## src/hw/coh_pkg.sv

```systemverilog
// Coherence network flit layout, LCE/CCE header structs and CCE id to coordinate mapping
package coh_pkg;

  localparam int coh_cord_width_c = 4;
  localparam int coh_len_width_c  = 2;
  localparam int coh_cid_width_c  = 2;
  localparam int coh_id_width_c   = 2;
  localparam int coh_data_width_c = 32;
  localparam int coh_flit_width_c = coh_data_width_c + coh_cid_width_c
                                    + coh_len_width_c + coh_cord_width_c;

  // Routing fields sit in the low byte, payload above
  typedef struct packed {
    logic [coh_data_width_c-1:0] payload;
    logic [coh_cid_width_c-1:0]  cid;
    logic [coh_len_width_c-1:0]  len;
    logic [coh_cord_width_c-1:0] cord;
  } coh_flit_t;

  typedef struct packed {
    logic [coh_cid_width_c-1:0]  cid;
    logic [coh_cord_width_c-1:0] cord;
  } coh_dst_t;

  typedef struct packed {
    logic [1:0]                msg_type;
    logic [coh_id_width_c-1:0] dst_id;
    logic [1:0]                size;
    logic [25:0]               addr;
  } coh_req_hdr_t;

  typedef struct packed {
    logic [1:0]                msg_type;
    logic [coh_id_width_c-1:0] dst_id;
    logic [1:0]                size;
    logic [2:0]                way;
    logic [22:0]               addr;
  } coh_resp_hdr_t;

  // dst_id is an LCE id here
  typedef struct packed {
    logic [2:0]                msg_type;
    logic [coh_id_width_c-1:0] dst_id;
    logic [1:0]                size;
    logic [24:0]               addr;
  } coh_cmd_hdr_t;

  // Single CCE column, every CCE sits at child 0 of its own coordinate
  function automatic coh_dst_t coh_cce_id_to_cord(logic [coh_id_width_c-1:0] cce_id);
    coh_dst_t dst;
    dst.cord = coh_cord_width_c'(cce_id);
    dst.cid  = '0;
    return dst;
  endfunction

endpackage

```

## src/hw/coh_concentrator_in.sv

```systemverilog
// Many-to-one wormhole concentrator with packet-atomic round-robin arbitration
`timescale 1ns/1ps

module coh_concentrator_in
  import coh_pkg::*;
#(
  parameter int num_in_p = 2
) (
  input  logic                       clk_i,
  input  logic                       arst_n_i,

  input  coh_flit_t [num_in_p-1:0]   links_data_i,
  input  logic      [num_in_p-1:0]   links_v_i,
  output logic      [num_in_p-1:0]   links_ready_and_o,

  output coh_flit_t                  link_data_o,
  output logic                       link_v_o,
  input  logic                       link_ready_and_i
);

  localparam int sel_w = (num_in_p > 1) ? $clog2(num_in_p) : 1;

  logic [sel_w-1:0]           ptr_r;
  logic [sel_w-1:0]           grant_r;
  logic                       busy_r;
  logic [coh_len_width_c-1:0] cnt_r;
  logic [sel_w-1:0]           pick;
  logic                       any_v;
  logic [sel_w-1:0]           sel;
  logic [sel_w-1:0]           ptr_next;
  logic                       link_xfer;

  // First valid input at or after the pointer
  always_comb begin
    int idx;
    pick  = ptr_r;
    any_v = 1'b0;
    for (int k = num_in_p - 1; k >= 0; k--) begin
      idx = int'(ptr_r) + k;
      if (idx >= num_in_p) begin
        idx = idx - num_in_p;
      end
      if (links_v_i[idx]) begin
        any_v = 1'b1;
        pick  = sel_w'(idx);
      end
    end
  end

  assign sel         = busy_r ? grant_r : pick;
  assign link_v_o    = busy_r ? links_v_i[grant_r] : any_v;
  assign link_data_o = links_data_i[sel];
  assign link_xfer   = link_v_o & link_ready_and_i;

  always_comb begin
    links_ready_and_o = '0;
    links_ready_and_o[sel] = link_ready_and_i;
  end

  assign ptr_next = (sel == sel_w'(num_in_p - 1)) ? '0 : sel + 1'b1;

  always_ff @(posedge clk_i or negedge arst_n_i) begin
    if (!arst_n_i) begin
      ptr_r   <= '0;
      grant_r <= '0;
      busy_r  <= 1'b0;
      cnt_r   <= '0;
    end else if (link_xfer) begin
      if (!busy_r) begin
        if (link_data_o.len == '0) begin
          ptr_r <= ptr_next;
        end else begin
          busy_r  <= 1'b1;
          grant_r <= pick;
          cnt_r   <= link_data_o.len;
        end
      end else if (cnt_r == coh_len_width_c'(1)) begin
        busy_r <= 1'b0;
        ptr_r  <= ptr_next;
      end else begin
        cnt_r <= cnt_r - 1'b1;
      end
    end
  end

endmodule

```

## src/hw/coh_concentrator_out.sv

```systemverilog
// One-to-many wormhole concentrator routing packets by child id
`timescale 1ns/1ps

module coh_concentrator_out
  import coh_pkg::*;
#(
  parameter int num_out_p = 2
) (
  input  logic                       clk_i,
  input  logic                       arst_n_i,

  input  coh_flit_t                  link_data_i,
  input  logic                       link_v_i,
  output logic                       link_ready_and_o,

  output coh_flit_t [num_out_p-1:0]  links_data_o,
  output logic      [num_out_p-1:0]  links_v_o,
  input  logic      [num_out_p-1:0]  links_ready_and_i
);

  logic                       busy_r;
  logic [coh_cid_width_c-1:0] route_r;
  logic [coh_len_width_c-1:0] cnt_r;
  logic [coh_cid_width_c-1:0] sel;
  logic                       link_xfer;

  // Header child id picks the route, held for the packet body
  assign sel = busy_r ? route_r : link_data_i.cid;

  always_comb begin
    link_ready_and_o = 1'b0;
    for (int i = 0; i < num_out_p; i++) begin
      links_data_o[i] = link_data_i;
      links_v_o[i]    = link_v_i & (sel == coh_cid_width_c'(i));
      if (sel == coh_cid_width_c'(i)) begin
        link_ready_and_o = links_ready_and_i[i];
      end
    end
  end

  assign link_xfer = link_v_i & link_ready_and_o;

  always_ff @(posedge clk_i or negedge arst_n_i) begin
    if (!arst_n_i) begin
      busy_r  <= 1'b0;
      route_r <= '0;
      cnt_r   <= '0;
    end else if (link_xfer) begin
      if (!busy_r) begin
        if (link_data_i.len != '0) begin
          busy_r  <= 1'b1;
          route_r <= link_data_i.cid;
          cnt_r   <= link_data_i.len;
        end
      end else if (cnt_r == coh_len_width_c'(1)) begin
        busy_r <= 1'b0;
      end else begin
        cnt_r <= cnt_r - 1'b1;
      end
    end
  end

endmodule

```

## src/hw/coh_stream_to_wormhole.sv

```systemverilog
// Header-plus-data stream to wormhole packet packer
`timescale 1ns/1ps

module coh_stream_to_wormhole
  import coh_pkg::*;
#(
  parameter type hdr_t = coh_req_hdr_t
) (
  input  logic                        clk_i,
  input  logic                        arst_n_i,

  input  hdr_t                        pr_hdr_i,
  input  logic [coh_data_width_c-1:0] pr_data_i,
  input  logic                        pr_v_i,
  output logic                        pr_ready_and_o,

  output coh_flit_t                   link_data_o,
  output logic                        link_v_o,
  input  logic                        link_ready_and_i
);

  logic                       data_r;
  logic [coh_len_width_c-1:0] cnt_r;
  logic [coh_len_width_c-1:0] hdr_len;
  coh_dst_t                   dst;
  coh_flit_t                  hdr_flit;
  coh_flit_t                  data_flit;
  logic                       link_xfer;

  assign dst     = coh_cce_id_to_cord(pr_hdr_i.dst_id);
  assign hdr_len = coh_len_width_c'(pr_hdr_i.size);

  always_comb begin
    hdr_flit         = '0;
    hdr_flit.cord    = dst.cord;
    hdr_flit.cid     = dst.cid;
    hdr_flit.len     = hdr_len;
    hdr_flit.payload = pr_hdr_i;

    data_flit         = '0;
    data_flit.payload = pr_data_i;
  end

  assign link_v_o    = pr_v_i;
  assign link_data_o = data_r ? data_flit : hdr_flit;
  assign link_xfer   = link_v_o & link_ready_and_i;

  // Header flit only eats the beat of an empty message
  assign pr_ready_and_o = data_r ? link_ready_and_i
                                 : (link_ready_and_i & (hdr_len == '0));

  // cnt_r holds data flits still to send
  always_ff @(posedge clk_i or negedge arst_n_i) begin
    if (!arst_n_i) begin
      data_r <= 1'b0;
      cnt_r  <= '0;
    end else if (link_xfer) begin
      if (!data_r) begin
        if (hdr_len != '0) begin
          data_r <= 1'b1;
          cnt_r  <= hdr_len;
        end
      end else if (cnt_r == coh_len_width_c'(1)) begin
        data_r <= 1'b0;
        cnt_r  <= '0;
      end else begin
        cnt_r <= cnt_r - 1'b1;
      end
    end
  end

endmodule

```

## src/hw/coh_tile_net.sv

```systemverilog
// Tile coherence network slice: LCE request, response and command paths
`timescale 1ns/1ps

module coh_tile_net
  import coh_pkg::*;
#(
  parameter int num_lce_p = 2
) (
  input  logic                                        clk_i,
  input  logic                                        arst_n_i,

  input  coh_req_hdr_t  [num_lce_p-1:0]               lce_req_hdr_i,
  input  logic          [num_lce_p-1:0][coh_data_width_c-1:0] lce_req_data_i,
  input  logic          [num_lce_p-1:0]               lce_req_v_i,
  output logic          [num_lce_p-1:0]               lce_req_ready_and_o,

  input  coh_resp_hdr_t [num_lce_p-1:0]               lce_resp_hdr_i,
  input  logic          [num_lce_p-1:0][coh_data_width_c-1:0] lce_resp_data_i,
  input  logic          [num_lce_p-1:0]               lce_resp_v_i,
  output logic          [num_lce_p-1:0]               lce_resp_ready_and_o,

  output coh_cmd_hdr_t  [num_lce_p-1:0]               lce_cmd_hdr_o,
  output logic          [num_lce_p-1:0][coh_data_width_c-1:0] lce_cmd_data_o,
  output logic          [num_lce_p-1:0]               lce_cmd_v_o,
  input  logic          [num_lce_p-1:0]               lce_cmd_ready_and_i,

  output coh_flit_t                                   req_link_data_o,
  output logic                                        req_link_v_o,
  input  logic                                        req_link_ready_and_i,

  output coh_flit_t                                   resp_link_data_o,
  output logic                                        resp_link_v_o,
  input  logic                                        resp_link_ready_and_i,

  input  coh_flit_t                                   cmd_link_data_i,
  input  logic                                        cmd_link_v_i,
  output logic                                        cmd_link_ready_and_o
);

  // Per-LCE links before concentration
  coh_flit_t [num_lce_p-1:0] req_data;
  logic      [num_lce_p-1:0] req_v;
  logic      [num_lce_p-1:0] req_ready_and;

  coh_flit_t [num_lce_p-1:0] resp_data;
  logic      [num_lce_p-1:0] resp_v;
  logic      [num_lce_p-1:0] resp_ready_and;

  coh_flit_t [num_lce_p-1:0] cmd_data;
  logic      [num_lce_p-1:0] cmd_v;
  logic      [num_lce_p-1:0] cmd_ready_and;

  for (genvar i = 0; i < num_lce_p; i++) begin : g_lce
    coh_stream_to_wormhole #(
      .hdr_t(coh_req_hdr_t)
    ) i_req_pack (
      .clk_i           (clk_i),
      .arst_n_i        (arst_n_i),
      .pr_hdr_i        (lce_req_hdr_i[i]),
      .pr_data_i       (lce_req_data_i[i]),
      .pr_v_i          (lce_req_v_i[i]),
      .pr_ready_and_o  (lce_req_ready_and_o[i]),
      .link_data_o     (req_data[i]),
      .link_v_o        (req_v[i]),
      .link_ready_and_i(req_ready_and[i])
    );

    coh_stream_to_wormhole #(
      .hdr_t(coh_resp_hdr_t)
    ) i_resp_pack (
      .clk_i           (clk_i),
      .arst_n_i        (arst_n_i),
      .pr_hdr_i        (lce_resp_hdr_i[i]),
      .pr_data_i       (lce_resp_data_i[i]),
      .pr_v_i          (lce_resp_v_i[i]),
      .pr_ready_and_o  (lce_resp_ready_and_o[i]),
      .link_data_o     (resp_data[i]),
      .link_v_o        (resp_v[i]),
      .link_ready_and_i(resp_ready_and[i])
    );

    coh_wormhole_to_stream #(
      .hdr_t(coh_cmd_hdr_t)
    ) i_cmd_unpack (
      .clk_i           (clk_i),
      .arst_n_i        (arst_n_i),
      .link_data_i     (cmd_data[i]),
      .link_v_i        (cmd_v[i]),
      .link_ready_and_o(cmd_ready_and[i]),
      .pr_hdr_o        (lce_cmd_hdr_o[i]),
      .pr_data_o       (lce_cmd_data_o[i]),
      .pr_v_o          (lce_cmd_v_o[i]),
      .pr_ready_and_i  (lce_cmd_ready_and_i[i])
    );
  end

  coh_concentrator_in #(
    .num_in_p(num_lce_p)
  ) i_req_conc (
    .clk_i            (clk_i),
    .arst_n_i         (arst_n_i),
    .links_data_i     (req_data),
    .links_v_i        (req_v),
    .links_ready_and_o(req_ready_and),
    .link_data_o      (req_link_data_o),
    .link_v_o         (req_link_v_o),
    .link_ready_and_i (req_link_ready_and_i)
  );

  coh_concentrator_in #(
    .num_in_p(num_lce_p)
  ) i_resp_conc (
    .clk_i            (clk_i),
    .arst_n_i         (arst_n_i),
    .links_data_i     (resp_data),
    .links_v_i        (resp_v),
    .links_ready_and_o(resp_ready_and),
    .link_data_o      (resp_link_data_o),
    .link_v_o         (resp_link_v_o),
    .link_ready_and_i (resp_link_ready_and_i)
  );

  coh_concentrator_out #(
    .num_out_p(num_lce_p)
  ) i_cmd_conc (
    .clk_i            (clk_i),
    .arst_n_i         (arst_n_i),
    .link_data_i      (cmd_link_data_i),
    .link_v_i         (cmd_link_v_i),
    .link_ready_and_o (cmd_link_ready_and_o),
    .links_data_o     (cmd_data),
    .links_v_o        (cmd_v),
    .links_ready_and_i(cmd_ready_and)
  );

endmodule

```

## src/hw/coh_wormhole_to_stream.sv

```systemverilog
// Wormhole packet to header-plus-data stream unpacker
`timescale 1ns/1ps

module coh_wormhole_to_stream
  import coh_pkg::*;
#(
  parameter type hdr_t = coh_cmd_hdr_t
) (
  input  logic                        clk_i,
  input  logic                        arst_n_i,

  input  coh_flit_t                   link_data_i,
  input  logic                        link_v_i,
  output logic                        link_ready_and_o,

  output hdr_t                        pr_hdr_o,
  output logic [coh_data_width_c-1:0] pr_data_o,
  output logic                        pr_v_o,
  input  logic                        pr_ready_and_i
);

  logic                       hdr_v_r;
  logic [coh_len_width_c-1:0] cnt_r;
  hdr_t                       hdr_r;
  logic                       empty_msg;
  logic                       link_xfer;
  logic                       pr_xfer;

  // Header registered, no data flits behind it
  assign empty_msg = hdr_v_r & (cnt_r == '0);

  always_comb begin
    if (!hdr_v_r) begin
      link_ready_and_o = 1'b1;
      pr_v_o           = 1'b0;
    end else if (empty_msg) begin
      link_ready_and_o = 1'b0;
      pr_v_o           = 1'b1;
    end else begin
      link_ready_and_o = pr_ready_and_i;
      pr_v_o           = link_v_i;
    end
  end

  assign pr_hdr_o  = hdr_r;
  assign pr_data_o = link_data_i.payload;

  assign link_xfer = link_v_i & link_ready_and_o;
  assign pr_xfer   = pr_v_o & pr_ready_and_i;

  always_ff @(posedge clk_i) begin
    if (!hdr_v_r && link_xfer) begin
      hdr_r <= hdr_t'(link_data_i.payload);
    end
  end

  always_ff @(posedge clk_i or negedge arst_n_i) begin
    if (!arst_n_i) begin
      hdr_v_r <= 1'b0;
      cnt_r   <= '0;
    end else if (!hdr_v_r) begin
      if (link_xfer) begin
        hdr_v_r <= 1'b1;
        cnt_r   <= link_data_i.len;
      end
    end else if (pr_xfer) begin
      if (empty_msg || cnt_r == coh_len_width_c'(1)) begin
        hdr_v_r <= 1'b0;
        cnt_r   <= '0;
      end else begin
        cnt_r <= cnt_r - 1'b1;
      end
    end
  end

endmodule

```

## config.mk

```make
export PLATFORM = sky130hd
export DESIGN_NAME = coh_tile_net
export DESIGN_NICKNAME = d
export VERILOG_FILES = /design/src/hw/coh_pkg.sv /design/src/hw/coh_concentrator_in.sv /design/src/hw/coh_concentrator_out.sv /design/src/hw/coh_stream_to_wormhole.sv /design/src/hw/coh_tile_net.sv /design/src/hw/coh_wormhole_to_stream.sv
export SDC_FILE = /design/constraint.sdc
export NUM_CORES = 1
export LEC_CHECK = 0
export BUFFER_PORTS_ARGS = -buffer_cell sky130_fd_sc_hd__buf_2
export CAP_MARGIN = 20
export CORE_AREA = 2 2 205 207
export CTS_CLUSTER_DIAMETER = 80
export CTS_CLUSTER_SIZE = 28
export DETAILED_ROUTE_END_ITERATION = 16
export DIE_AREA = 0 0 207 209
export PLACE_DENSITY_LB_ADDON = 0.15
export REMOVE_ABC_BUFFERS = 1
export SLEW_MARGIN = 20
export SYNTH_ARGS = -nofsm -noshare
export SYNTH_HDL_FRONTEND = slang
export SYNTH_SLANG_ARGS = --single-unit
```

## constraint.sdc

```tcl
create_clock -name clk_i -period 3.03 [get_ports clk_i]
set_input_delay 0.606 -clock clk_i [delete_from_list [all_inputs] [get_ports clk_i]]
set_output_delay 0.606 -clock clk_i [all_outputs]
set_load 0.005 [all_outputs]
```

-- After elaboration in Yosys (flattened, before gate mapping)
Index checks and enable logic that the tools add are counted.
- output and inout bits: 217
- ROM bits: 0
- bits in latches: 0
- memory bits (writable): 0
- memories: 0
- register bits after elaboration: 97
- shift operators: 0
- div/mod/pow operators: 0
- mux-type cells: 125
- add/subtract/negate cells: 17
- eq/ne operators: 19
- $mul: 0
- bitwise gates (word level): 26
- $lt $le $gt $ge: 14
- reduce and logical (&&, ||, !) cells: 45
- operators with widths (kind ; count):
    $mux W40 ; 8
    $lt A32 B3 Y1 const B ; 4
    $mux W32 ; 4
    $mux W1 ; 81
    $ge A32 B3 Y1 const B ; 2
    $sub A32 B3 Y32 const B ; 2
    $mux W2 ; 30
    $reduce_bool A2 Y1 ; 14
    $reduce_and A3 Y1 ; 8
    $eq A2 B1 Y1 const B ; 10
    $and A1 B1 Y1 ; 19
    $logic_not A2 Y1 ; 9
    $sub A2 B1 Y2 const B ; 9
    $ne A2 B2 Y1 const B ; 7
    $reduce_and A2 Y1 ; 6
    $lt A1 B2 Y1 const B ; 4
    $sub A1 B2 Y3 const B ; 2
    $not A1 Y1 ; 5
    $add A1 B1 Y2 const B ; 2
    $and A2 B2 Y2 ; 2
    $ge A1 B2 Y1 const B ; 2
    $logic_and A1 B1 Y1 ; 4
    $ne A2 B1 Y1 const B ; 2
    $add A1 B1 Y1 const B ; 2
    other kinds (4) ; 8

-- Depth between registers and ports, before layout
- word-level depth: 16
- depth in mapped cells: 7

-- Hierarchy
A second synthesis with hierarchy kept.
- cell total of the unflattened synthesis: 776
- area, all modules: 8775.9 um2
- modules (own cells, without submodules) (module ; cells each ; area each (um2) ; times used):
    coh_stream_to_wormhole ; 71 ; 755.7 ; 4
    coh_wormhole_to_stream ; 87 ; 1426.4 ; 2
    coh_concentrator_in ; 101 ; 967.2 ; 2
    coh_concentrator_out ; 116 ; 965.9 ; 1

-- Worst setup path after synthesis
OpenSTA, ideal clock, no wires.
- kind: register to register
- start point: register i_cmd_conc.busy_r
- end point: register g_lce[0].i_cmd_unpack.hdr_r (netlist bit g_lce[0].i_cmd_unpack.pr_hdr_o[0]) (enable)
- stages on the path, launching flop included: 5
- slack: 0.157 ns
- arrival time: 2.448 ns
- path through: dfrtp_1 > clkbuf_1 > nor3_1 > o21a_1 > nor2b_1
- cells in the longest elaborated chain, start to end: 5
- ends and longest elaborated chain (element ; line ; RTL):
    from (decl) ; coh_concentrator_out.sv:21 ; logic busy_r;
    from (signal assigned) ; coh_concentrator_out.sv:45 ; busy_r <= 1'b0;
    from (signal assigned) ; coh_concentrator_out.sv:51 ; busy_r <= 1'b1;
    from (signal assigned) ; coh_concentrator_out.sv:56 ; busy_r <= 1'b0;
    $mux W2 ; coh_concentrator_out.sv:28 ; assign sel = busy_r ? route_r : link_data_i.cid;
    $logic_not A2 Y1 ; coh_concentrator_out.sv:34 ; links_v_o[i] = link_v_i & (sel == coh_cid_width_c'(i));
    $and A1 B1 Y1 ; coh_concentrator_out.sv:34 ;
    $and A1 B1 Y1 ; coh_wormhole_to_stream.sv:48 ; assign link_xfer = link_v_i & link_ready_and_o;
    $logic_and A1 B1 Y1 ; coh_wormhole_to_stream.sv:52 ; if (!hdr_v_r && link_xfer) begin
    to (signal assigned) ; coh_wormhole_to_stream.sv:53 ; hdr_r <= hdr_t'(link_data_i.payload);
    to (decl) ; coh_wormhole_to_stream.sv:24 ; hdr_t hdr_r;
Every way passes these cells.
A chain may end at the register's enable or synchronous reset.

==> impl_metrics.json <==
{
  "firstDrtPassIters": 4,
  "crit_arrival_ns": 2.13,
  "yosys_warnings": 0,
  "n_fill_cell": 4545,
  "synthArstFlopShare_pct": 34.0,
  "dr.first_iter.drc_count": 272,
  "clockBufferDepth": 2,
  "placed_area_mm2": 0.00966,
  "synth_top_family_by_area": "compound AO/OA/AOI/OAI gates",
  "grt_max_degree": 61,
  "layout_setup_ws_ns": 0.299,
  "yosysMostFrequentCell": "buf_4",
  "relSlewSlack_pct": 37.9,
  "fin_crit_ns": 2.73,
  "final_area_mm2": 0.00996,
  "synth_top_cell_by_area": "edfxtp_1",
  "die_height_um": 209,
  "start_util_pct": 16.9,
  "numPortBuffers": 511,
  "syn_avg_cell_area_um2": 9.77,
  "muxShareOfSynthArea_pct": 11.0,
  "antenna_found_initial": 2,
  "critical_path.startpoint_type": "flop",
  "wl_met1_um": 10800,
  "tightest_slew_ns": 0.931,
  "synth-edff-count": 64,
  "min_path_type": "in -> async",
  "dr_wl_met2_um": 12600,
  "post-place-ws_ns": 0.405,
  "synth_top_area_share_pct": 27.6,
  "drt.antenna.violating_nets": 0,
  "cap_violations": 0,
  "max_freq_ghz": 0.366,
  "whs_ns": 0.390,
  "syn_inst": 714,
  "multi_input_area_mm2": 0.00341,
  "intPower_mw": 4.53,
  "ys_seq_area_share_pct": 39.4,
  "status": "complete, no violations",
  "critPathCaptureType": "output port",
  "post_cts_buffers": 0,
  "num_rows": 75,
  "core_mm2": 0.0413,
  "highest_layer": "met5",
  "cts-root-buf": "clkbuf_16",
  "path_max_fanout": 49,
  "avgRoutedWirePerCell_um": 14.9,
  "routed-via-count": 6894,
  "switchingPower_mw": 3.43,
  "h-tree-depth": 3,
  "die_x_um": 207,
  "clock_latency_ns": 0.35,
  "ff2ff_path_depth": 5,
  "crit_type": "reg -> out",
  "grt_pass1_vias": 6528,
  "gr-total-overflow": 0,
  "p_sw_share_pct": 43.1,
  "rsz0062_at_grt": "no",
  "routed_via_density": 4.10,
  "p_leak_nw": 4.69,
  "register_area_mm2": 0.00275,
  "routed_wl_um": 25100,
  "clockPowerShare_pct": 14.5,
  "clkTransAtPathRegs_ns": 0.08,
  "cts_sinks": 97,
  "wl_met3_um": 1380,
  "synth_commonest_cells": "buf_4 (81), a21oi_1 (79), mux2i_1 (71)",
  "grt_pass1_wl_um": 37400,
  "fin_crit_sh_pct": 90.1,
  "finalPower_mw": 7.97,
  "synthTopCellsByArea": "edfxtp_1 (28%), dfrtp_1 (12%), mux2i_1 (10%)",
  "synth-xor-area-share_pct": 0,
  "dp_hpwl_um": 20200,
  "syn_area_mm2": 0.00698,
  "powerDensity_mw_per_mm2": 800,
  "synth-seq-cells": 97,
  "ys_dominant_reg_cell": "edfxtp_1",
  "rr_startpoint": "i_cmd_conc.busy_r",
  "final_max_slew_viol_count": 0,
  "grt_usage_pct": 11.0,
  "pin_count": 524,
  "peakVddDrop_v": 0.000277,
  "cpPeakStageDelay_ns": 0.56,
  "p_comb_share_pct": 58.0,
  "cts_tree": "built",
  "gp_congestion": 0.831,
  "rrSetupSlack_ns": 0.96,
  "die_area_mm2": 0.0433,
  "clock_skew_ns": 0.00731,
  "hold_viol_final": 0,
  "syn_to_final_growth_pct": 42.8,
  "setup_violations": 0,
  "hold_buffers": 0,
  "critPathSlowestCell": "dfrtp_1",
  "cts_buffers": 9,
  "synth-adder-area-share_pct": 1.97,
  "timing.rr.end": "g_lce[1].i_cmd_unpack.pr_hdr_o[23]",
  "ys_types": 58,
  "route.detailed.drc": 0,
  "ctsResizeCount": 0,
  "synth-simple-area-share_pct": 14.3,
  "seqPwrFrac_pct": 27.5,
  "required_ns": 2.42,
  "nNetsFinal": 1455,
  "final_core_util_pct": 24.1,
  "synth_compound_area_share_pct": 21.0,
  "drive_above_1_share_pct": 50.4,
  "worstPathCellList": "o31ai_4, buf_12, a211oi_1, a21oi_1, buf_2"
}
[through the flow]
step,cells,TNS (ns)
after floorplan,597,-0.419
after global placement,1665,0
after detailed placement,1665,0
after CTS,1681,0
after global routing,1682,0
final,1682,0
[registers in the layout (all words and copies together), names as in the netlist]
| signal | count |
|---|---|
| i_req_conc.cnt_r | 2 |
| g_lce.i_resp_pack.data_r | 2 |
| g_lce.i_cmd_unpack.hdr_v_r | 2 |
| g_lce.i_cmd_unpack.pr_hdr_o | 64 |
| i_resp_conc.cnt_r | 2 |
| g_lce.i_req_pack.data_r | 2 |
| i_resp_conc.ptr_r | 1 |
| i_cmd_conc.cnt_r | 2 |
| i_req_conc.grant_r | 1 |
| i_resp_conc.grant_r | 1 |
| g_lce.i_req_pack.cnt_r | 4 |
| i_cmd_conc.route_r | 2 |
| g_lce.i_cmd_unpack.cnt_r | 4 |
| i_cmd_conc.busy_r | 1 |
| i_req_conc.ptr_r | 1 |
| i_resp_conc.busy_r | 1 |
| g_lce.i_resp_pack.cnt_r | 4 |
| i_req_conc.busy_r | 1 |
[cell type report]
| type | count | area share [%] |
|---|---|---|
| clock buffer | 9 | 2.26 |
| antenna | 1 | 0.0251 |
| sequential | 97 | 27.6 |
| timing repair buffer | 529 | 27.7 |
| multi-input combinational | 483 | 34.3 |
| clock inverter | 7 | 0.704 |
| inverter | 17 | 0.641 |
| tap | 539 | 6.77 |
[worst max-delay path by stage]
stage | start | to | slack (ns) | cells past startpoint
6_report | i_resp_conc.busy_r | resp_link_data_o[23] | 0.30 | 5
5_1_grt | i_resp_conc.busy_r | resp_link_data_o[23] | 0.08 | 6
4_1_cts | i_resp_conc.busy_r | resp_link_data_o[23] | 0.24 | 5
3_5_place_dp | lce_resp_v_i[0] | resp_link_data_o[23] | 0.40 | 7
3_3_place_gp | lce_resp_v_i[0] | resp_link_data_o[23] | 0.38 | 7
2_1_floorplan | lce_resp_v_i[0] | resp_link_data_o[36] | -0.42 | 4
[critical path: cells and delay by family, from the launching register on]
kind            cells  cell delay, ns
buf+inv             2            0.45
compound gates      3            0.74
flops               1            0.56
[cell families after synthesis]
kind of cell	after synthesis
AOI/OAI and AO/OA	214
adders and majority gates	11
buffers and inverters	141
DFF	97
muxes	76
other	1
and+or+nand+nor	174
[power by group through the flow]
stage	sequential, mW	clock (mW)	combinational (mW)
global route	2.27	1.29	5.13
floorplan	2.32	0	2.47
finish	2.19	1.16	4.62
detailed placement	2.23	0	4.67
CTS	2.20	1.23	4.69
global placement	2.23	0	4.69
[placed cells by master (no fill, tap or decap), drive strengths merged, types with 4 or more instances in the layout]
| cell | synthesis | layout |
|---|---|---|
| inv | 17 | 22 |
| nor3b | 5 | 5 |
| o21ai | 16 | 16 |
| edfxtp | 64 | 64 |
| mux2 | 5 | 5 |
| a2bb2oi | 4 | 4 |
| o21bai | 4 | 4 |
| a211oi | 64 | 64 |
| nor2 | 16 | 16 |
| nand2 | 24 | 24 |
| buf | 99 | 529 |
| o221ai | 4 | 4 |
| nor3 | 9 | 9 |
| nand2b | 19 | 19 |
| a21oi | 79 | 79 |
| or2 | 4 | 4 |
| a21boi | 4 | 4 |
| mux2i | 71 | 71 |
| clkbuf | 25 | 9 |
| nand3 | 7 | 7 |
| o211ai | 5 | 5 |
| o31ai | 4 | 4 |
| dfrtp | 33 | 33 |
| conb | 1 | 8 |
| a31oi | 7 | 7 |
| a311o | 5 | 5 |
| nor2b | 68 | 68 |
| and3 | 11 | 11 |
| ha | 11 | 11 |
[per-layer routing]
layer	vias up	track usage, %
li1	3412	-
met1	3192	13.6
met2	265	19.3
met3	23	2.15
met4	2	3.00
met5	-	0
Note: power is estimated with default switching activity, not from simulation.
